**config.mk**
```make
export PLATFORM = sky130hd
export DESIGN_NAME = sdmac_top
export DESIGN_NICKNAME = d
export VERILOG_FILES = /design/src/logic/sdmac_pkg.sv /design/src/logic/cpu_sm_outputs.sv /design/src/logic/cpu_sm_state.sv /design/src/logic/dma_regs.sv /design/src/logic/scsi_fifo.sv /design/src/logic/sdmac_top.sv
export SDC_FILE = /design/constraint.sdc
export NUM_CORES = 1
export LEC_CHECK = 0
export ABC_AREA = 1
export BUFFER_PORTS_ARGS = -buffer_cell sky130_fd_sc_hd__buf_2
export CAP_MARGIN = 20
export CORE_MARGIN = 5
export CORE_UTILIZATION = 45
export CTS_BUF_LIST = sky130_fd_sc_hd__clkbuf_8
export DETAILED_ROUTE_END_ITERATION = 12
export PLACE_DENSITY = 0.65
export SYNTH_ARGS = -nofsm -noshare
export SYNTH_HDL_FRONTEND = slang
export SYNTH_SLANG_ARGS = --single-unit
```
**constraint.sdc**
```tcl
create_clock -name clk -period 3.23 [get_ports clk]
set_clock_uncertainty 0.2 [all_clocks]
set_input_delay 0 -clock clk [delete_from_list [all_inputs] [get_ports clk]]
set_output_delay 0 -clock clk [all_outputs]
set_load 0.05 [all_outputs]
```
**src/logic/sdmac_pkg.sv**
```systemverilog
// sdmac shared definitions
// widths, state and register encodings, and the structs that carry
// host accesses, dma configuration, step pulses and host bus outputs
package sdmac_pkg;

    // data and address word width
    localparam int word_w = 32;
    // fifo geometry, depth must stay a power of two
    localparam int fifo_depth = 8;
    localparam int fifo_aw = 3;
    // remaining word count register width
    localparam int count_w = 16;
    // byte step of the memory address per 32 bit word
    localparam logic [word_w-1:0] addr_step = 4;

    // bus-master cycle, one word per pass
    typedef enum logic [2:0] {
        st_idle,
        st_req,
        st_own,
        st_strobe,
        st_term
    } cpu_state_e;

    // host register map
    typedef enum logic [1:0] {
        reg_ctrl,
        reg_addr,
        reg_count,
        reg_status
    } reg_sel_e;

    // one host access, wr and rd are single cycle strobes
    typedef struct packed {
        logic              wr;
        logic              rd;
        reg_sel_e          sel;
        logic [word_w-1:0] wdata;
    } host_req_t;

    // registers to the bus master
    typedef struct packed {
        logic              active;
        logic [word_w-1:0] addr;
    } dma_cfg_t;

    // end of bus cycle pulses, all fire together
    typedef struct packed {
        logic pop;
        logic inc_addr;
        logic dec_count;
    } sm_step_t;

    // host bus outputs, active high strobes
    typedef struct packed {
        logic              breq;
        logic              bgack;
        logic              as;
        logic              ds;
        logic              rw;
        logic [word_w-1:0] addr;
        logic [word_w-1:0] data;
    } bus_out_t;

endpackage

```
**src/logic/cpu_sm_outputs.sv**
```systemverilog
// bus-master output decode
// turns the present state into host bus strobes and the fifo,
// address and count step pulses, grouped by output
`timescale 1ns/1ps

module cpu_sm_outputs (
    input  sdmac_pkg::cpu_state_e        state,
    input  sdmac_pkg::dma_cfg_t          cfg,
    input  logic [sdmac_pkg::word_w-1:0] head,
    output sdmac_pkg::bus_out_t          bus,
    output sdmac_pkg::sm_step_t          step
);

    // one term per state
    logic e_req;
    logic e_own;
    logic e_strobe;
    logic e_term;
    // engine owns the bus
    logic own_bus;

    assign e_req    = (state == sdmac_pkg::st_req);
    assign e_own    = (state == sdmac_pkg::st_own);
    assign e_strobe = (state == sdmac_pkg::st_strobe);
    assign e_term   = (state == sdmac_pkg::st_term);

    // breq
    assign bus.breq  = e_req;
    // bgack, held from own through term
    assign own_bus   = e_own | e_strobe | e_term;
    assign bus.bgack = own_bus;
    // as and ds, write cycle so both rise together
    assign bus.as    = e_strobe;
    assign bus.ds    = e_strobe;
    // rw, low while we write, read level otherwise
    assign bus.rw    = ~own_bus;
    // address and data only while bgack is driven
    assign bus.addr  = own_bus ? cfg.addr : '0;
    assign bus.data  = own_bus ? head : '0;

    // step pulses, one cycle at the end of the bus cycle
    assign step.pop       = e_term;
    assign step.inc_addr  = e_term;
    assign step.dec_count = e_term;

endmodule

```
**src/logic/cpu_sm_state.sv**
```systemverilog
// bus-master state machine, state register and next state
// one word per bus tenure: request, own, strobe until dsack, terminate
`timescale 1ns/1ps

module cpu_sm_state (
    input  logic                    clk,
    input  logic                    rst_n,
    input  sdmac_pkg::dma_cfg_t     cfg,
    input  logic                    empty,
    input  logic                    bg,
    input  logic                    dsack,
    output sdmac_pkg::cpu_state_e   state
);

    sdmac_pkg::cpu_state_e state_q;
    sdmac_pkg::cpu_state_e state_d;

    always_comb begin
        state_d = state_q;
        case (state_q)
            sdmac_pkg::st_idle: begin
                // a word is waiting and the job is running
                if (cfg.active && !empty) begin
                    state_d = sdmac_pkg::st_req;
                end
            end
            sdmac_pkg::st_req: begin
                // host stopped the job before the grant, drop the request
                if (!cfg.active) begin
                    state_d = sdmac_pkg::st_idle;
                end else if (bg) begin
                    state_d = sdmac_pkg::st_own;
                end
            end
            sdmac_pkg::st_own: begin
                // address and data settle for one cycle before as
                state_d = sdmac_pkg::st_strobe;
            end
            sdmac_pkg::st_strobe: begin
                // memory ends the cycle, no limit on the wait
                if (dsack) begin
                    state_d = sdmac_pkg::st_term;
                end
            end
            sdmac_pkg::st_term: begin
                // step pulses fire here, bus is released
                // and requested again for the next word
                state_d = sdmac_pkg::st_idle;
            end
            default: begin
                state_d = sdmac_pkg::st_idle;
            end
        endcase
    end

    always_ff @(posedge clk or negedge rst_n) begin
        if (!rst_n) begin
            state_q <= sdmac_pkg::st_idle;
        end else begin
            state_q <= state_d;
        end
    end

    assign state = state_q;

endmodule

```
**src/logic/dma_regs.sv**
```systemverilog
// dma host register block
// holds ctrl, addr, count and status, steps address and count on each
// finished bus cycle, flags done and overrun, returns registered reads
`timescale 1ns/1ps

module dma_regs (
    input  logic                               clk,
    input  logic                               rst_n,
    input  sdmac_pkg::host_req_t               host_req,
    output logic [sdmac_pkg::word_w-1:0]       rdata,
    output logic                               rvalid,
    input  sdmac_pkg::sm_step_t                step,
    input  logic                               ovr_pulse,
    input  logic [sdmac_pkg::fifo_aw:0]        level,
    output sdmac_pkg::dma_cfg_t                cfg
);

    logic                          go_q;
    logic                          done_q;
    logic                          ovr_q;
    logic [sdmac_pkg::word_w-1:0]  addr_q;
    logic [sdmac_pkg::count_w-1:0] count_q;

    // decoded host writes
    logic ctrl_wr;
    logic addr_wr;
    logic count_wr;
    // set when go is written as 1
    logic go_set;
    // this step moves the final word
    logic last_word;

    assign ctrl_wr   = host_req.wr && (host_req.sel == sdmac_pkg::reg_ctrl);
    assign addr_wr   = host_req.wr && (host_req.sel == sdmac_pkg::reg_addr);
    assign count_wr  = host_req.wr && (host_req.sel == sdmac_pkg::reg_count);
    assign go_set    = ctrl_wr && host_req.wdata[0];
    assign last_word = step.dec_count && (count_q == 1);

    always_ff @(posedge clk or negedge rst_n) begin
        if (!rst_n) begin
            go_q    <= 1'b0;
            done_q  <= 1'b0;
            ovr_q   <= 1'b0;
            addr_q  <= '0;
            count_q <= '0;
            rvalid  <= 1'b0;
        end else begin
            rvalid <= host_req.rd;
            // host write wins over the step pulses
            if (addr_wr) begin
                addr_q <= {host_req.wdata[sdmac_pkg::word_w-1:2], 2'b00};
            end else if (step.inc_addr) begin
                addr_q <= addr_q + sdmac_pkg::addr_step;
            end
            if (count_wr) begin
                count_q <= host_req.wdata[sdmac_pkg::count_w-1:0];
            end else if (step.dec_count) begin
                count_q <= count_q - 1'b1;
            end
            // go restarts the job and clears the sticky flags
            if (ctrl_wr) begin
                go_q <= host_req.wdata[0];
                if (go_set) begin
                    done_q <= 1'b0;
                end
            end else if (last_word) begin
                go_q   <= 1'b0;
                done_q <= 1'b1;
            end
            // a dropped scsi word beats a clear in the same cycle
            if (ovr_pulse) begin
                ovr_q <= 1'b1;
            end else if (go_set) begin
                ovr_q <= 1'b0;
            end
        end
    end

    // selected register captured on the rd strobe
    always_ff @(posedge clk) begin
        if (host_req.rd) begin
            case (host_req.sel)
                sdmac_pkg::reg_ctrl:   rdata <= {{(sdmac_pkg::word_w-1){1'b0}}, go_q};
                sdmac_pkg::reg_addr:   rdata <= addr_q;
                sdmac_pkg::reg_count:  rdata <= {{(sdmac_pkg::word_w-sdmac_pkg::count_w){1'b0}},
                                                 count_q};
                default:               rdata <= {{(sdmac_pkg::word_w-8){1'b0}},
                                                 level, 2'b00, ovr_q, done_q};
            endcase
        end
    end

    // bus master runs while go is set and words remain
    assign cfg.active = go_q && (count_q != '0);
    assign cfg.addr   = addr_q;

endmodule

```
**src/logic/scsi_fifo.sv**
```systemverilog
// scsi word fifo
// circular buffer filled by scsi strobes and drained by the bus master,
// a strobe into a full fifo is dropped and flagged with ovr_pulse
`timescale 1ns/1ps

module scsi_fifo (
    input  logic                         clk,
    input  logic                         rst_n,
    input  logic                         wr,
    input  logic [sdmac_pkg::word_w-1:0] wdata,
    input  logic                         pop,
    output logic [sdmac_pkg::word_w-1:0] head,
    output logic                         empty,
    output logic [sdmac_pkg::fifo_aw:0]  level,
    output logic                         ovr_pulse
);

    logic [sdmac_pkg::word_w-1:0]  mem [sdmac_pkg::fifo_depth];
    logic [sdmac_pkg::fifo_aw-1:0] wr_ptr;
    logic [sdmac_pkg::fifo_aw-1:0] rd_ptr;
    logic [sdmac_pkg::fifo_aw:0]   cnt;
    logic                          full;
    logic                          push;
    logic                          take;

    assign full  = (cnt == sdmac_pkg::fifo_depth);
    assign empty = (cnt == '0);
    // accepted write and accepted pop
    assign push  = wr && !full;
    assign take  = pop && !empty;

    always_ff @(posedge clk or negedge rst_n) begin
        if (!rst_n) begin
            wr_ptr <= '0;
            rd_ptr <= '0;
            cnt    <= '0;
        end else begin
            // pointers wrap naturally at the power of two depth
            if (push) begin
                wr_ptr <= wr_ptr + 1'b1;
            end
            if (take) begin
                rd_ptr <= rd_ptr + 1'b1;
            end
            // push and pop together leave the count alone
            if (push && !take) begin
                cnt <= cnt + 1'b1;
            end else if (take && !push) begin
                cnt <= cnt - 1'b1;
            end
        end
    end

    // storage
    always_ff @(posedge clk) begin
        if (push) begin
            mem[wr_ptr] <= wdata;
        end
    end

    assign head      = mem[rd_ptr];
    assign level     = cnt;
    // word lost, tell the status register
    assign ovr_pulse = wr && full;

endmodule

```
**src/logic/sdmac_top.sv**
```systemverilog
// scsi to memory dma engine top level
// connects the host registers, scsi fifo, bus-master state machine
// and the output decode
`timescale 1ns/1ps

module sdmac_top (
    input  logic                         clk,
    input  logic                         rst_n,
    input  sdmac_pkg::host_req_t         host_req,
    output logic [sdmac_pkg::word_w-1:0] rdata,
    output logic                         rvalid,
    input  logic                         scsi_wr,
    input  logic [sdmac_pkg::word_w-1:0] scsi_data,
    input  logic                         bg,
    input  logic                         dsack,
    output sdmac_pkg::bus_out_t          bus
);

    sdmac_pkg::dma_cfg_t          cfg;
    sdmac_pkg::sm_step_t          step;
    sdmac_pkg::cpu_state_e        state;
    logic [sdmac_pkg::word_w-1:0] head;
    logic [sdmac_pkg::fifo_aw:0]  level;
    logic                         empty;
    logic                         ovr_pulse;

    dma_regs u_regs (
        .clk       (clk),
        .rst_n     (rst_n),
        .host_req  (host_req),
        .rdata     (rdata),
        .rvalid    (rvalid),
        .step      (step),
        .ovr_pulse (ovr_pulse),
        .level     (level),
        .cfg       (cfg)
    );

    scsi_fifo u_fifo (
        .clk       (clk),
        .rst_n     (rst_n),
        .wr        (scsi_wr),
        .wdata     (scsi_data),
        .pop       (step.pop),
        .head      (head),
        .empty     (empty),
        .level     (level),
        .ovr_pulse (ovr_pulse)
    );

    cpu_sm_state u_state (
        .clk   (clk),
        .rst_n (rst_n),
        .cfg   (cfg),
        .empty (empty),
        .bg    (bg),
        .dsack (dsack),
        .state (state)
    );

    cpu_sm_outputs u_outputs (
        .state (state),
        .cfg   (cfg),
        .head  (head),
        .bus   (bus),
        .step  (step)
    );

endmodule

```
# Yosys cells after proc, flatten, opt, wreduce, memory -nomap -nowiden
# Memory sizes are Yosys's and may differ from the RTL's.
# Cells that the tools add are included.
[word_totals]
ff_bits = 97
ram_bits = 256
output_inout_bits = 102
word_cells = 82
memories = 1
[op_classes]
n_addsub = 6
eq_ne = 12
mux = 22
bitwise_logic = 3
n_reduce_logical = 27
[memory_table]
columns = ["memory", "words", "word_bits", "rd", "rd_clocked_by_memory_dff", "wr", "line", "rtl"]
rows = [
  ["u_fifo.mem", 8, 32, 1, 0, 1, "scsi_fifo.sv:18", "logic [sdmac_pkg::word_w-1:0] mem [sdmac_pkg::fifo_depth];"],
]
[ops]
columns = ["operator", "n"]
rows = [
  ["2-to-1 mux 32 bit", 4],
  ["one-hot mux 32 bit (3 select lines)", 1],
  ["adder 32 x 3 -> 32 bit, second input constant", 1],
  ["2-to-1 mux 16 bit", 2],
  ["equality test 16 x 1 -> 1 bit, second input constant", 1],
  ["nonzero test 16 bit", 1],
  ["subtractor 16 x 1 -> 16 bit, second input constant", 1],
  ["logical AND 1 bit", 12],
  ["2-to-1 mux 3 bit", 4],
  ["one-hot mux 3 bit (4 select lines)", 1],
  ["nonzero test 2 bit", 5],
  ["2-to-1 mux 1 bit", 8],
  ["2-to-1 mux 4 bit", 2],
  ["adder 3 x 1 -> 3 bit, second input constant", 2],
  ["equality test 3 x 2 -> 1 bit, second input constant", 2],
  ["adder 4 x 1 -> 4 bit, second input constant", 1],
  ["equality test 4 bit, second input constant", 1],
  ["zero test 1 bit", 4],
  ["zero test 4 bit", 1],
  ["inequality test 2 bit, second input constant", 2],
  ["subtractor 4 x 1 -> 4 bit, second input constant", 1],
  ["equality test 3 x 1 -> 1 bit, second input constant", 1],
  ["equality test 3 bit, second input constant", 1],
  ["zero test 3 bit", 1],
  ["9 further kinds", 10],
]

# Logic depth before layout (Yosys ltp)
[logic_depth]
depth_word = 7
mapped_depth = 12
ltp_nobuf = 12

# Modules after synthesis
# Synthesis repeated with hierarchy kept, for this count alone.
[unflattened]
hier_cells = 1999
hier_area_um2 = 17509.3
[by_module_without_submodules]
columns = ["mod", "instances", "cells_each", "area_per_inst_um2"]
rows = [
  ["scsi_fifo", 1, 1187, 11641.2],
  ["dma_regs", 1, 621, 4697.0],
  ["cpu_sm_outputs", 1, 159, 964.7],
  ["cpu_sm_state", 1, 32, 206.4],
]

# Worst setup path before layout
# No wires, ideal clock.
[synth_path]
kind = "register to register"
from = "register u_fifo.cnt, in the netlist u_fifo.level[0]"
to = "memory u_fifo.mem[0][0] in the netlist's numbering, enable pin"
setup_ns = 0.421
t_arrival_ns = 2.327
required_time_ns = 2.609
setup_slack_ns = 0.282
path_stages_with_launch = 6
n_path_buf = 0
cell_sequence = "dfrtp_1 nor2_1 nand3_1 nand2_1 or2_2 nor2_1"
[synth_between]
elab_chain_cells = 5
[synth_lines]
columns = ["item", "line", "rtl"]
rows = [
  ["start: declaration", "scsi_fifo.sv:21", "logic [sdmac_pkg::fifo_aw:0] cnt;"],
  ["start signal: assignment", "scsi_fifo.sv:47", "cnt <= cnt + 1'b1;"],
  ["start signal: assignment", "scsi_fifo.sv:49", "cnt <= cnt - 1'b1;"],
  ["equality test 4 bit", "scsi_fifo.sv:26", "assign full = (cnt == sdmac_pkg::fifo_depth);"],
  ["zero test 1 bit", "scsi_fifo.sv:29", "assign push = wr && !full;"],
  ["logical AND 1 bit", "scsi_fifo.sv:29", ""],
  ["2-to-1 mux 1 bit", "scsi_fifo.sv:56", "if (push) begin"],
  ["2-to-1 mux 1 bit (not written as such)", "scsi_fifo.sv:57", "mem[wr_ptr] <= wdata;"],
  ["end: declaration", "scsi_fifo.sv:18", ""],
]
# Every way passes these cells.

==> run_results.csv <==
group,metric,value,unit
floorplanning,start_util,45.3,%
placed_design,portBuffers,172,
synthesis,synthAdderAreaFrac,0.851,%
sta,slew_viol_final,0,
drt,drc,0,
sta,final_hold_viol_count,0,
synthesis,synth_top_family_by_area,"simple AND/OR/NAND/NOR gates",
finish,synthToLayoutAreaGrowth,25.0,%
sta,period_share,93.6,%
power_and_ir_drop,irDropWorstVdd,0.688,mV
synthesis,synth_xor_area_share,1.35,%
sta,max_freq,331,MHz
global_route,grt_max_degree,72,
synthesis,syn_inst,1492,
global_route,overflow,0,
finish,multi_input_area,4650,um2
clock_network,cts_tree,"built",
sta,fin_tns_setup,0,ns
synthesis,yosys.area_share.simple,16.7,%
floorplanning,core_region_area,34400,um2
global_route,grt_pass1_vias,12559,
clock_network,clockBufferDepth,3,
synthesis,avgSynthCellArea,10.4,um2
worst_hold_path,worstHoldPathCells,2,
global_route,groute.usage.overall,21.5,%
synthesis,ys_seq_area_share,65.6,%
floorplanning,num_rows,68,
finish,nFillCells,2947,
floorplanning,die_h,196,um
finish,fin_nets,1894,
sta,slew_headroom,46.2,%
placed_design,place_congestion,0.967,
synthesis,synthesis.area,15600,um2
clock_network,clock_sinks,351,
floorplanning,io-pin-count,175,
drt,detail_route.wl_per_cell,18.3,um
worst_setup_path,path_class,"flop to output pin",
drt,vias,12350,
floorplanning,die-area,38400,um2
clock_network,clkTransAtPathRegs,0.07,ns
clock_network,htreeDepth,2,
clock_network,clk_latency,0.62,ns
global_route,grt_pass1_wl,66600,um
drt,via_per_inst,5.34,
synthesis,yosysWarnings,0,
power_and_ir_drop,p_leak,0.00766,uW
global_route,antenna_found_initial,1,
sta,setup_viol,0,
worst_setup_path,path_max_fanout,69,
drt,drtAntennaViolNets,0,
drt,drt_iter0_drc,1095,
power_and_ir_drop,pwr_density_cell,841,nW/um2
sta,hold_slack,0.0332,ns
worst_setup_path,reg2regPathDepth,10,
drt,drtPass1Iterations,6,
floorplanning,die_w,196,um
sta,period_minus_slack,3.02,ns
sta,rsz0062_at_grt,"false",
worst_setup_path,cp.arrival,2.82,ns
worst_setup_path,critPathRequiredTime,3.03,ns
worst_setup_path,end_kind,"output pin",
worst_setup_path,start_kind,"flop",
finish,drive_above_1_share,17.0,%
drt,wl,42300,um
synthesis,synth_compound_area_share,10.5,%
job,drv_cap,0,
worst_hold_path,hp-class,"input port to flop",
synthesis,synth.area.mux_share,0,%
placed_design,dp_hpwl,25900,um
finish,regArea,10200,um2
synthesis,ys_ff_latch,351,
clock_network,cts_inserted_buffers,56,
sta,worst_pin_slew,0.807,ns
synthesis,synth_cell_type_count,38,
clock_network,root_buffer,"clkbuf_8",
status,status,"finished clean",
-- through the flow --
step                      setup slack [ns]  instance area (um2)  utilization, %  std cells  total power (uW)
final                                0.206                19500            56.7       2314             16400
after global routing                0.0347                19500            56.7       2314             17300
after CTS                           0.0792                19400            56.6       2312             16400
after detailed placement             0.681                17000            49.5       2074             12500
after global placement               0.756                17000            49.5       2074             12400
after floorplan                      0.282                15600               -       1493             10600
-- flip-flops by register name (all words and copies together), names as in the netlist, 3 cells and up --
signal,cells
u_fifo.mem,256
u_regs.rdata,32
u_regs.addr_q,30
u_regs.count_q,16
u_fifo.level,4
u_fifo.rd_ptr,3
u_fifo.wr_ptr,3
u_state.state,3
-- worst paths after layout --
kind	from	to	slack (ns)
setup reg to reg	u_state.state[0]$_DFFE_PN0P_	u_regs.addr_q[22]$_DFFE_PN0P_	0.34
hold reg to reg	u_fifo.level[2]$_DFFE_PN0P_	u_fifo.level[2]$_DFFE_PN0P_	0.33
setup / recovery	u_fifo.rd_ptr[0]$_DFFE_PN0P_	bus[25]	0.21
min in group asynchronous	rst_n	u_regs.count_q[1]$_DFFE_PN0P_	0.30
max in group asynchronous	rst_n	u_regs.addr_q[14]$_DFFE_PN0P_	2.12
hold / removal	scsi_data[10]	u_fifo.mem[1][10]$_DFFE_PP_	0.03
-- cells in the mapped netlist --
library cell | count | area [um2]
o22ai_1 | 17 | 106
dfrtp_1 | 63 | 1580
o21ai_0 | 147 | 736
nand2_2 | 4 | 25.0
nor3_2 | 1 | 10.0
nand2_4 | 1 | 11.3
a21o_1 | 2 | 15.0
o211ai_1 | 8 | 60.1
nor2_4 | 4 | 45.0
a31oi_1 | 1 | 6.26
edfxtp_1 | 288 | 8650
clkbuf_1 | 31 | 116
o21bai_1 | 4 | 30.0
inv_2 | 3 | 11.3
nor2_2 | 3 | 18.8
nand4_1 | 3 | 18.8
buf_2 | 24 | 120
o21ai_1 | 9 | 45.0
a31o_2 | 1 | 8.76
nand3_2 | 2 | 20.0
buf_1 | 4 | 15.0
nand2_1 | 207 | 777
a21oi_1 | 43 | 215
ha_1 | 9 | 113
clkinv_2 | 1 | 5.00
nor3_1 | 7 | 35.0
inv_1 | 100 | 375
buf_6 | 2 | 22.5
buf_4 | 14 | 105
conb_1 | 1 | 3.75
fa_1 | 1 | 20.0
xor2_1 | 21 | 184
o221ai_1 | 46 | 403
nor2_1 | 353 | 1330
xnor2_1 | 3 | 26.3
or2_2 | 2 | 12.5
a22oi_1 | 1 | 7.51
nand3_1 | 61 | 305
-- layer usage --
layer	global-route usage, %	routed length, um
met5	0	0
met4	7.71	1240
met3	3.80	2550
met2	35.6	20400
met1	28.9	18000
-- worst max-delay path, stage by stage, from the launching register on --
cell,delay [ns]
dfrtp_4,0.67
inv_4,0.27
buf_12,0.31
nor2_1,0.06
o21ai_0,0.17
a21oi_1,0.09
nor2_1,0.28
buf_2,0.32
-- power by group --
part / leakage (uW) / total [uW] / internal, uW / switching [uW]
logic: 0.00363 / 6190 / 1700 / 4490
registers: 0.00343 / 6430 / 5790 / 636
clock network: 0.000603 / 3760 / 1930 / 1830
-- area by class of cell --
type	count	area share (%)
Antenna cell	1	0.0129
Clock buffer	58	4.10
Clock inverter	47	1.59
Inverter	104	2.02
Multi-Input combinational cell	963	23.9
Sequential cell	351	52.6
Tap cell	455	2.92
Timing Repair Buffer	335	12.9
-- cells in the final DEF, fill, tap and decap left out, types with 3 or more instances in the layout --
cell	instances
a21oi_1	43
buf_12	8
buf_2	172
buf_4	22
bufinv_16	3
clkbuf_8	58
clkinv_1	15
clkinv_2	13
clkinvlp_4	4
dfrtp_1	60
dlygate4sd3_1	133
edfxtp_1	288
ha_1	9
inv_1	110
inv_2	3
nand2_1	207
nand2_2	4
nand3_1	61
nand4_1	3
nor2_1	345
nor2_2	3
nor2_4	12
nor3_1	7
o211ai_1	8
o21ai_0	147
o21ai_1	9
o21bai_1	4
o221ai_1	46
o22ai_1	17
xnor2_1	3
xor2_1	21
-- cell families after synthesis --
logic type,count (synthesis)
AND/OR/NAND/NOR,648
flip-flops,351
AO/OA/AOI/OAI,279
buffers and inverters,179
XOR/XNOR,24
adder cells (fa/ha/maj),10
other,1
-- what timing repair did --
action | 4_1_cts | 5_1_grt
resized for setup | 0 | 1
hold endpoints to repair | 464 | 0
endpoints found under the setup margin | 0 | 7
setup buffers | 0 | 1
hold buffers | 133 | 0
Power figures use the tool's default switching activity.
